### config.mk
export PLATFORM = sky130hd
export DESIGN_NAME = quad_pll_subsys
export DESIGN_NICKNAME = d
export VERILOG_FILES = /design/src/design/apb_pkg.sv /design/src/design/qpll_pkg.sv /design/src/design/apb_if.sv /design/src/design/pll_ctrl.sv /design/src/design/quad_pll.sv /design/src/design/quad_pll_subsys.sv /design/src/design/sdm_loader.sv
export SDC_FILE = /design/constraint.sdc
export NUM_CORES = 1
export LEC_CHECK = 0
export BUFFER_PORTS_ARGS = -buffer_cell sky130_fd_sc_hd__buf_2
export CORE_MARGIN = 8
export CORE_UTILIZATION = 47
export CTS_CLUSTER_SIZE = 8
export DETAILED_ROUTE_END_ITERATION = 12
export PLACE_DENSITY_LB_ADDON = 0.3
export SKIP_CTS_REPAIR_TIMING = 1
export SYNTH_ARGS = -nofsm -noshare
export SYNTH_HDL_FRONTEND = slang
export SYNTH_HIERARCHICAL = 1
export SYNTH_SLANG_ARGS = --single-unit
export TNS_END_PERCENT = 50
### constraint.sdc
create_clock -name pclk -period 2.2 [get_ports pclk]
set_clock_uncertainty 0.05 [all_clocks]
set_input_delay 0 -clock pclk [delete_from_list [all_inputs] [get_ports pclk]]
set_output_delay 0 -clock pclk [all_outputs]
set_load 0.01 [all_outputs]
### src/design/apb_pkg.sv
`default_nettype none

// Bus side, widths and register map

package apb_pkg;

	localparam int addr_width = 12;
	localparam int data_width = 32;
	localparam int drp_width  = 16;	// DRP words are half a bus word

	typedef logic [addr_width-1:0] apb_addr_t;
	typedef logic [data_width-1:0] apb_data_t;
	typedef logic [drp_width-1:0]  drp_data_t;

	////////////////////////////////////////
	// Control window

	localparam apb_addr_t ctrl_addr        = 12'h000;
	localparam apb_addr_t status_addr      = 12'h004;
	localparam apb_addr_t sdm0_addr        = 12'h008;
	localparam apb_addr_t sdm1_addr        = 12'h00c;
	localparam apb_addr_t sdm_active0_addr = 12'h010;
	localparam apb_addr_t sdm_active1_addr = 12'h014;

	// DRP window, word index starts at bit 2
	localparam int drp_window_bit = 10;
	localparam int drp_word_lsb   = 2;

endpackage

`default_nettype wire

### src/design/qpll_pkg.sv
`default_nettype none

// PLL side of the subsystem

package qpll_pkg;

	localparam int num_plls      = 2;	// QPLL0 and QPLL1
	localparam int num_refclks   = 6;	// Local, north and south pairs
	localparam int sdm_width     = 25;
	localparam int sdm_min_pulse = 3;	// Shortest toggle the SDM accepts

	// Fractional-N word, 24 bit denominator plus sign
	typedef logic [sdm_width-1:0] sdm_word_t;

	// Reference mux select, 0 and 7 pick nothing
	typedef logic [2:0] refclk_sel_t;

	localparam refclk_sel_t sel_local0 = 3'd1;
	localparam refclk_sel_t sel_local1 = 3'd2;
	localparam refclk_sel_t sel_north0 = 3'd3;
	localparam refclk_sel_t sel_north1 = 3'd4;
	localparam refclk_sel_t sel_south0 = 3'd5;
	localparam refclk_sel_t sel_south1 = 3'd6;

	// Per PLL status bits
	typedef struct packed {
		logic lock;
		logic refclk_lost;
	} pll_status_t;

endpackage

`default_nettype wire

### src/design/apb_if.sv
`timescale 1ns/1ps
`default_nettype none

// APB link between the control block and the PLL DRP port

interface apb_if import apb_pkg::*; (
	input wire pclk
);

	logic      psel;
	logic      penable;
	logic      pwrite;
	apb_addr_t paddr;
	apb_data_t pwdata;
	apb_data_t prdata;
	logic      pready;
	logic      pslverr;

	// Bus master side
	modport requester(input pclk, output psel, output penable, output pwrite,
		output paddr, output pwdata, input prdata, input pready, input pslverr);

	// Bus slave side
	modport completer(input pclk, input psel, input penable, input pwrite,
		input paddr, input pwdata, output prdata, output pready, output pslverr);

endinterface

`default_nettype wire

### src/design/pll_ctrl.sv
`timescale 1ns/1ps
`default_nettype none

module pll_ctrl import apb_pkg::*, qpll_pkg::*; (
	input wire                             pclk,
	input wire                             reset,

	// Host APB
	input wire                             psel,
	input wire                             penable,
	input wire                             pwrite,
	input wire apb_addr_t                  paddr,
	input wire apb_data_t                  pwdata,
	output apb_data_t                      prdata,
	output logic                           pready,
	output logic                           pslverr,

	// DRP window toward the PLL block
	apb_if.requester                       drp,

	// PLL control and status
	output logic [num_plls-1:0]            qpll_reset,
	output logic [num_plls-1:0]            sdm_reset,
	output refclk_sel_t                    refclk_sel0,
	output refclk_sel_t                    refclk_sel1,
	input wire pll_status_t [num_plls-1:0] pll_status,

	// SDM load path
	output logic [num_plls-1:0]            sdm_start,
	output sdm_word_t                      sdm_word0,
	output sdm_word_t                      sdm_word1,
	input wire [num_plls-1:0]              sdm_busy,
	input wire sdm_word_t                  sdm_active0,
	input wire sdm_word_t                  sdm_active1
);

	logic                in_drp;	// Address bit 10 picks the DRP side
	logic                access;	// Control window access phase
	logic [num_plls-1:0] chan_busy;
	logic [num_plls-1:0] sdm_wr;
	logic                ctrl_wr;
	logic                ctrl_err;
	apb_data_t           ctrl_rdata;
	apb_data_t           ctrl_word;
	apb_data_t           status_word;

	assign in_drp    = paddr[drp_window_bit];
	assign access    = psel & penable & ~in_drp;
	assign chan_busy = sdm_busy | sdm_start;	// Loader busy lags start by a cycle

	////////////////////////////////////////
	// Register images

	// Sel1 10:8, sel0 6:4, SDM resets 3:2, PLL resets 1:0
	assign ctrl_word = {21'b0, refclk_sel1, 1'b0, refclk_sel0, sdm_reset, qpll_reset};

	assign status_word = {26'b0, chan_busy,
		pll_status[1].refclk_lost, pll_status[0].refclk_lost,
		pll_status[1].lock, pll_status[0].lock};

	////////////////////////////////////////
	// Control window decode

	always_comb begin
		ctrl_rdata = '0;
		ctrl_err   = 1'b0;
		ctrl_wr    = 1'b0;
		sdm_wr     = '0;
		case (paddr)
			ctrl_addr: begin
				ctrl_rdata = ctrl_word;
				ctrl_wr    = pwrite;
			end
			status_addr:      ctrl_rdata = status_word;	// Read only
			sdm0_addr: begin
				ctrl_rdata = {{(data_width-sdm_width){1'b0}}, sdm_word0};
				if (pwrite && chan_busy[0])
					ctrl_err = 1'b1;	// Still loading, write dropped
				else
					sdm_wr[0] = pwrite;
			end
			sdm1_addr: begin
				ctrl_rdata = {{(data_width-sdm_width){1'b0}}, sdm_word1};
				if (pwrite && chan_busy[1])
					ctrl_err = 1'b1;
				else
					sdm_wr[1] = pwrite;
			end
			sdm_active0_addr: ctrl_rdata = {{(data_width-sdm_width){1'b0}}, sdm_active0};
			sdm_active1_addr: ctrl_rdata = {{(data_width-sdm_width){1'b0}}, sdm_active1};
			default:          ctrl_err = 1'b1;	// Unmapped, reads zero
		endcase
	end

	always_ff @(posedge pclk) begin
		sdm_start <= '0;	// One cycle strobe
		if (reset) begin
			qpll_reset  <= '1;	// PLLs and SDMs held in reset
			sdm_reset   <= '1;
			refclk_sel0 <= sel_local0;
			refclk_sel1 <= sel_local0;
			sdm_word0   <= '0;
			sdm_word1   <= '0;
		end else if (access) begin
			if (ctrl_wr) begin
				qpll_reset  <= pwdata[1:0];
				sdm_reset   <= pwdata[3:2];
				refclk_sel0 <= pwdata[6:4];
				refclk_sel1 <= pwdata[10:8];
			end
			if (sdm_wr[0]) begin
				sdm_word0    <= pwdata[sdm_width-1:0];
				sdm_start[0] <= 1'b1;
			end
			if (sdm_wr[1]) begin
				sdm_word1    <= pwdata[sdm_width-1:0];
				sdm_start[1] <= 1'b1;
			end
		end
	end

	////////////////////////////////////////
	// DRP forwarding and response mux

	assign drp.psel    = psel & in_drp;
	assign drp.penable = penable & in_drp;
	assign drp.pwrite  = pwrite;
	assign drp.paddr   = paddr;
	assign drp.pwdata  = pwdata;

	// Control side answers in the first access cycle
	assign pready  = psel & penable & (in_drp ? drp.pready : 1'b1);
	assign prdata  = in_drp ? drp.prdata : ctrl_rdata;
	assign pslverr = pready & (in_drp ? drp.pslverr : ctrl_err);

endmodule

`default_nettype wire

### src/design/quad_pll.sv
`timescale 1ns/1ps
`default_nettype none

// Behavioral stand-in for the quad common block

module quad_pll import apb_pkg::*, qpll_pkg::*; #(
	parameter int LOCK_CYCLES = 40,
	parameter int DRP_WORDS   = 16
) (
	apb_if.completer                  apb,	// DRP port, runs on apb.pclk
	input wire                        reset,
	input wire [num_refclks-1:0]      refclk_ok,	// Local 0/1, north 0/1, south 0/1
	input wire refclk_sel_t           refclk_sel0,
	input wire refclk_sel_t           refclk_sel1,
	input wire [num_plls-1:0]         qpll_reset,
	input wire [num_plls-1:0]         sdm_reset,
	input wire sdm_word_t             sdm_data0,
	input wire sdm_word_t             sdm_data1,
	input wire [num_plls-1:0]         sdm_toggle,
	output pll_status_t [num_plls-1:0] pll_status,
	output sdm_word_t                 sdm_active0,
	output sdm_word_t                 sdm_active1
);

	localparam int word_w  = $clog2(DRP_WORDS);
	localparam int lock_w  = $clog2(LOCK_CYCLES + 1);
	localparam int pulse_w = $clog2(sdm_min_pulse + 1);

	function automatic logic source_ok(refclk_sel_t sel, logic [num_refclks-1:0] ok);
		case (sel)
			sel_local0: source_ok = ok[0];
			sel_local1: source_ok = ok[1];
			sel_north0: source_ok = ok[2];
			sel_north1: source_ok = ok[3];
			sel_south0: source_ok = ok[4];
			sel_south1: source_ok = ok[5];
			default:    source_ok = 1'b0;	// No source selected
		endcase
	endfunction

	////////////////////////////////////////
	// DRP space

	drp_data_t         ram [DRP_WORDS];
	drp_data_t         rd_q;
	logic [word_w-1:0] word_idx;	// Upper word bits alias
	logic              drp_en;
	wire [num_plls-1:0] fbdiv_wr;

	assign word_idx = apb.paddr[drp_word_lsb +: word_w];
	assign drp_en   = apb.psel & apb.penable & ~apb.pready;	// DRPEN, once per access

	always_ff @(posedge apb.pclk) begin
		if (reset) begin
			apb.pready <= 1'b0;
			for (int i = 0; i < DRP_WORDS; i++)
				ram[i] <= '0;
		end else begin
			apb.pready <= drp_en;	// DRPRDY one cycle after DRPEN
			if (drp_en && apb.pwrite)
				ram[word_idx] <= apb.pwdata[drp_width-1:0];
		end
	end

	always_ff @(posedge apb.pclk) begin
		if (drp_en)
			rd_q <= ram[word_idx];
	end

	assign apb.prdata  = {{(data_width-drp_width){1'b0}}, rd_q};	// Upper half reads zero
	assign apb.pslverr = 1'b0;

	////////////////////////////////////////
	// Per PLL lock and SDM capture

	wire refclk_sel_t   sel [num_plls];
	wire sdm_word_t     sdm_in [num_plls];
	wire sdm_word_t     sdm_act [num_plls];
	wire [num_plls-1:0] lock_v;
	wire [num_plls-1:0] lost_v;

	assign sel[0]    = refclk_sel0;
	assign sel[1]    = refclk_sel1;
	assign sdm_in[0] = sdm_data0;
	assign sdm_in[1] = sdm_data1;

	for (genvar i = 0; i < num_plls; i++) begin : g_pll
		logic               src_ok;
		logic [lock_w-1:0]  lock_cnt;
		logic               lock_q;
		logic               lost_q;
		logic               tog_q;
		logic [pulse_w-1:0] hi_cnt;	// Saturates at the minimum pulse
		logic               stable;
		sdm_word_t          held;
		sdm_word_t          active_q;

		assign src_ok      = source_ok(sel[i], refclk_ok);
		assign fbdiv_wr[i] = drp_en & apb.pwrite & (word_idx == word_w'(i));	// Word i is FBDIV

		always_ff @(posedge apb.pclk) begin
			if (reset || qpll_reset[i] || !src_ok || fbdiv_wr[i]) begin
				lock_cnt <= '0;
				lock_q   <= 1'b0;
			end else if (!lock_q) begin
				if (lock_cnt == lock_w'(LOCK_CYCLES - 1))
					lock_q <= 1'b1;
				lock_cnt <= lock_cnt + 1'b1;
			end
		end

		always_ff @(posedge apb.pclk) begin
			if (reset)
				lost_q <= 1'b0;
			else
				lost_q <= ~src_ok;
		end

		// Toggle width check, word taken on the falling edge
		always_ff @(posedge apb.pclk) begin
			if (reset) begin
				tog_q    <= 1'b0;
				hi_cnt   <= '0;
				stable   <= 1'b0;
				active_q <= '0;
			end else begin
				tog_q <= sdm_toggle[i];
				if (sdm_toggle[i] && !tog_q) begin
					hi_cnt <= pulse_w'(1);
					stable <= 1'b1;
				end else if (sdm_toggle[i]) begin
					if (hi_cnt != pulse_w'(sdm_min_pulse))
						hi_cnt <= hi_cnt + 1'b1;
					if (sdm_in[i] != held)
						stable <= 1'b0;	// Data moved mid pulse
				end else if (tog_q && hi_cnt == pulse_w'(sdm_min_pulse) && stable && !sdm_reset[i])
					active_q <= held;
			end
		end

		always_ff @(posedge apb.pclk) begin
			if (sdm_toggle[i] && !tog_q)
				held <= sdm_in[i];
		end

		assign lock_v[i]  = lock_q;
		assign lost_v[i]  = lost_q;
		assign sdm_act[i] = active_q;
	end

	always_comb begin
		for (int i = 0; i < num_plls; i++)
			pll_status[i] = '{lock: lock_v[i], refclk_lost: lost_v[i]};
	end

	assign sdm_active0 = sdm_act[0];
	assign sdm_active1 = sdm_act[1];

endmodule

`default_nettype wire

### src/design/quad_pll_subsys.sv
`timescale 1ns/1ps
`default_nettype none

module quad_pll_subsys import apb_pkg::*, qpll_pkg::*; #(
	parameter int LOCK_CYCLES  = 40,
	parameter int DRP_WORDS    = 16,
	parameter int PULSE_CYCLES = 3,
	parameter int HOLD_CYCLES  = 3
) (
	input wire                   pclk,
	input wire                   reset,

	// Host APB
	input wire                   psel,
	input wire                   penable,
	input wire                   pwrite,
	input wire apb_addr_t        paddr,
	input wire apb_data_t        pwdata,
	output wire apb_data_t       prdata,
	output wire                  pready,
	output wire                  pslverr,

	// Reference clock presence and PLL status
	input wire [num_refclks-1:0] refclk_ok,
	output wire [num_plls-1:0]   qpll_lock,
	output wire [num_plls-1:0]   refclk_lost
);

	apb_if drp_bus (.pclk(pclk));

	wire [num_plls-1:0]              qpll_reset;
	wire [num_plls-1:0]              sdm_reset;
	wire refclk_sel_t                refclk_sel0;
	wire refclk_sel_t                refclk_sel1;
	wire pll_status_t [num_plls-1:0] pll_status;
	wire [num_plls-1:0]              sdm_start;
	wire [num_plls-1:0]              sdm_busy;
	wire [num_plls-1:0]              sdm_toggle;
	wire sdm_word_t                  sdm_word0;
	wire sdm_word_t                  sdm_word1;
	wire sdm_word_t                  sdm_data0;
	wire sdm_word_t                  sdm_data1;
	wire sdm_word_t                  sdm_active0;
	wire sdm_word_t                  sdm_active1;

	////////////////////////////////////////
	// Control and SDM sequencers

	pll_ctrl ctrl (.pclk, .reset, .psel, .penable, .pwrite, .paddr, .pwdata,
		.prdata, .pready, .pslverr, .drp(drp_bus.requester),
		.qpll_reset, .sdm_reset, .refclk_sel0, .refclk_sel1, .pll_status,
		.sdm_start, .sdm_word0, .sdm_word1, .sdm_busy, .sdm_active0, .sdm_active1);

	sdm_loader #(.PULSE_CYCLES(PULSE_CYCLES), .HOLD_CYCLES(HOLD_CYCLES)) loader0 (
		.pclk, .reset, .start(sdm_start[0]), .word(sdm_word0),
		.sdm_data(sdm_data0), .sdm_toggle(sdm_toggle[0]), .busy(sdm_busy[0]));

	sdm_loader #(.PULSE_CYCLES(PULSE_CYCLES), .HOLD_CYCLES(HOLD_CYCLES)) loader1 (
		.pclk, .reset, .start(sdm_start[1]), .word(sdm_word1),
		.sdm_data(sdm_data1), .sdm_toggle(sdm_toggle[1]), .busy(sdm_busy[1]));

	////////////////////////////////////////
	// PLL model

	quad_pll #(.LOCK_CYCLES(LOCK_CYCLES), .DRP_WORDS(DRP_WORDS)) pll (
		.apb(drp_bus.completer), .reset, .refclk_ok, .refclk_sel0, .refclk_sel1,
		.qpll_reset, .sdm_reset, .sdm_data0, .sdm_data1, .sdm_toggle,
		.pll_status, .sdm_active0, .sdm_active1);

	for (genvar i = 0; i < num_plls; i++) begin : g_status
		assign qpll_lock[i]   = pll_status[i].lock;
		assign refclk_lost[i] = pll_status[i].refclk_lost;
	end

endmodule

`default_nettype wire

### src/design/sdm_loader.sv
`timescale 1ns/1ps
`default_nettype none

module sdm_loader import qpll_pkg::*; #(
	parameter int PULSE_CYCLES = 3,	// Toggle high time
	parameter int HOLD_CYCLES  = 3	// Toggle low before data may change
) (
	input wire        pclk,
	input wire        reset,
	input wire        start,
	input wire sdm_word_t word,
	output sdm_word_t sdm_data,
	output logic      sdm_toggle,
	output logic      busy
);

	localparam int cnt_max = (PULSE_CYCLES > HOLD_CYCLES) ? PULSE_CYCLES : HOLD_CYCLES;
	localparam int cnt_w   = $clog2(cnt_max + 1);

	typedef enum logic [1:0] {
		st_idle,
		st_setup,	// Data out, toggle still low
		st_pulse,
		st_hold
	} state_t;

	state_t           state;
	logic [cnt_w-1:0] cnt;

	always_ff @(posedge pclk) begin
		if (reset) begin
			state <= st_idle;
			cnt   <= '0;
		end else begin
			case (state)
				st_idle: if (start) state <= st_setup;
				st_setup: begin
					state <= st_pulse;
					cnt   <= '0;
				end
				st_pulse: begin
					if (cnt == cnt_w'(PULSE_CYCLES - 1)) begin
						state <= st_hold;
						cnt   <= '0;
					end else
						cnt <= cnt + 1'b1;
				end
				st_hold: begin
					if (cnt == cnt_w'(HOLD_CYCLES - 1))
						state <= st_idle;	// Data free to change again
					else
						cnt <= cnt + 1'b1;
				end
				default: state <= st_idle;
			endcase
		end
	end

	// Word latched once, stable until hold ends
	always_ff @(posedge pclk) begin
		if (start && state == st_idle)
			sdm_data <= word;
	end

	assign sdm_toggle = (state == st_pulse);
	assign busy       = (state != st_idle);

endmodule

`default_nettype wire

==> qor.csv <==
metric,value,unit
status,"finished, violations left",
failing checks,"negative hold slack, negative setup slack",
WP data arrival,2.30,ns
Worst Tran Pin Value,1.075,ns
first-pass GRT wire length,93.60,mm
CTS sink count,517,
gp weighted congestion,0.9511,
"commonest non-fill, non-tap cell in the layout",edfxtp_1,
design area,0.02693,mm2
dpl hpwl,41.34,mm
CTS buffer count,74,
# port buffers,78,
Synth Area per Inst,13.03,um2
number of remaining DRC errors,0,
Power Density,848.2,mW/mm2
synthesized area,0.02309,mm2
critical-path cell list,inv_4 -> ha_4 -> inv_4 -> nor2_4 -> and4b_1 -> o211ai_1 -> a221oi_2 -> buf_4 -> buf_6,
NumNets Final,1975,
worst endpoint required time,2.15,ns
vias,15160,
crit end category,output pin,
Routed WL per cell,24.36,um
class of the most critical setup path,reg -> out,
initial DRC count,1883,
Worst Reg-to-Reg Cells,4,
slew margin rel.,28.17,%
final WL,63.68,mm
synthesis-to-layout area growth,16.63,%
"most used cell, CP",inv_4,
Die X,237.7,um
Starting Density,47.37,%
placed instance area,0.02439,mm2
CP startpoint kind,register,
Worst Hold Depth,4,
Tcrit/Tclk final,106.8,%
io pins,93,
Synth Instances,1772,
most frequent cells in the layout,"edfxtp_1, and2_1, dfxtp_1, buf_4, nor2_1",
Worst Hold Class,in -> reg,
slowest CP cell,a221oi_2,
f_max,425.8,MHz
initial antenna violation count,4,
Yosys warnings,6,
worst hold slack,-0.02249,ns
RSZ-0062 raised after global routing,yes,
layout cells sized above 1,19.76,%
clock-pin slew of the registers on the worst-case setup and hold paths,0.05,ns
max cap viols,0,
final setup margin,-0.1485,ns
Core ar.,0.04875,mm2
post-route ant nets,0,
die height,237.7,um
TritonRoute pass-1 iters,5,
Overflow after GRT,0,
largest net degree at the start of global routing,106,
Tot GR Track Use,21.96,%
"slowest stage delay, CP",0.37,ns
Vias/cell,5.799,
vias in the first global route,15110,
Final Util,55.25,%
Die Area,0.05648,mm2
Pleak,10.40,nW
floorplan row count,81,
final worst path period need,2.349,ns
Max IR drop VDD,0.6144,mV
setup violators final,3,
CTS tree,built,
maximum clock path buffer count,3,
final hold vios,2,
worst skew pair latency,0.61,ns
overall power,22.84,mW
htree depth,3,
clk root buf,clkbuf_16,
CP Max Fanout,4,
fin. max-slew vios,0,
[critical path, delay by kind of cell, from the launching register on]
| kind | cells | cell delay [ns] |
|---|---|---|
| DFF | 1 | 0.36 |
| buffers and inverters | 4 | 0.41 |
| AOI/OAI and AO/OA | 2 | 0.48 |
| adders and majority gates | 1 | 0.17 |
| and+or+nand+nor | 2 | 0.28 |
[state kept, by name, indices dropped and copies added, names as in the netlist, 3 cells and up]
| signal | flops |
|---|---|
| ctrl/refclk_sel0 | 3 |
| ctrl/sdm_word1 | 25 |
| pll/ram | 256 |
| ctrl/sdm_word0 | 25 |
| loader1/sdm_data | 25 |
| pll/rd_q | 16 |
| pll/sdm_active0 | 25 |
| loader0/sdm_data | 25 |
| pll/g_pll.lock_cnt | 12 |
| pll/g_pll.held | 50 |
| ctrl/refclk_sel1 | 3 |
| pll/sdm_active1 | 25 |
| pll/g_pll.hi_cnt | 4 |
[path summary, 6_finish.rpt]
kind	to	slack, ns	start
setup / recovery	pslverr	-0.15	loader1/state[0]$_SDFFE_PP0P_
hold / removal	pll/g_pll[0].lost_q$_SDFF_PP0_	-0.02	refclk_ok[3]
setup reg to reg	pll/ram[12][12]$_SDFFCE_PN0P_	0.18	pll/apb.pready$_SDFF_PP0_
hold reg to reg	loader0/sdm_data[22]$_DFFE_PP_	0.41	ctrl/sdm_word0[22]$_SDFFE_PP0P_
[metal layers]
metal  track usage [%]  part of all wire (%)  vias up
li1                  -                     -     6760
met1             28.85                    41     7494
met2             35.02                    47      751
met3             4.424                   8.0      152
met4             9.998                   4.7        2
met5                 0                 0.017        -
[area by class of cell]
cell class | instances | area [um2]
antenna | 2 | 5.005
clock buffer | 116 | 2031
clock inverter | 7 | 72.57
fill | 3936 | 21820
inverter | 16 | 72.57
multi-input combinational | 1086 | 8218
sequential | 517 | 14090
tap | 664 | 830.8
timing repair buffer | 206 | 1615
[metrics by stage]
step                      hold slack [ns]  setup slack, ns  setup TNS [ns]  instances
final                            -0.02249          -0.1485         -0.4036       2614
after CTS                         -0.3865          -0.4683          -1.215       2576
after detailed placement           0.2351          0.08781               0       2453
after floorplan                   0.02214          -0.1859          -4.648       1788
after global placement             0.2291           0.1125               0       2453
after global routing             0.004780          -0.2017         -0.5417       2612
[power by group]
part	internal, mW	switching [mW]	leakage (nW)
Clock	6.29	4.07	1.01
Sequential	10.6	0.120	5.12
Combinational	0.655	1.06	4.27
(Power assumes the default switching activity.)
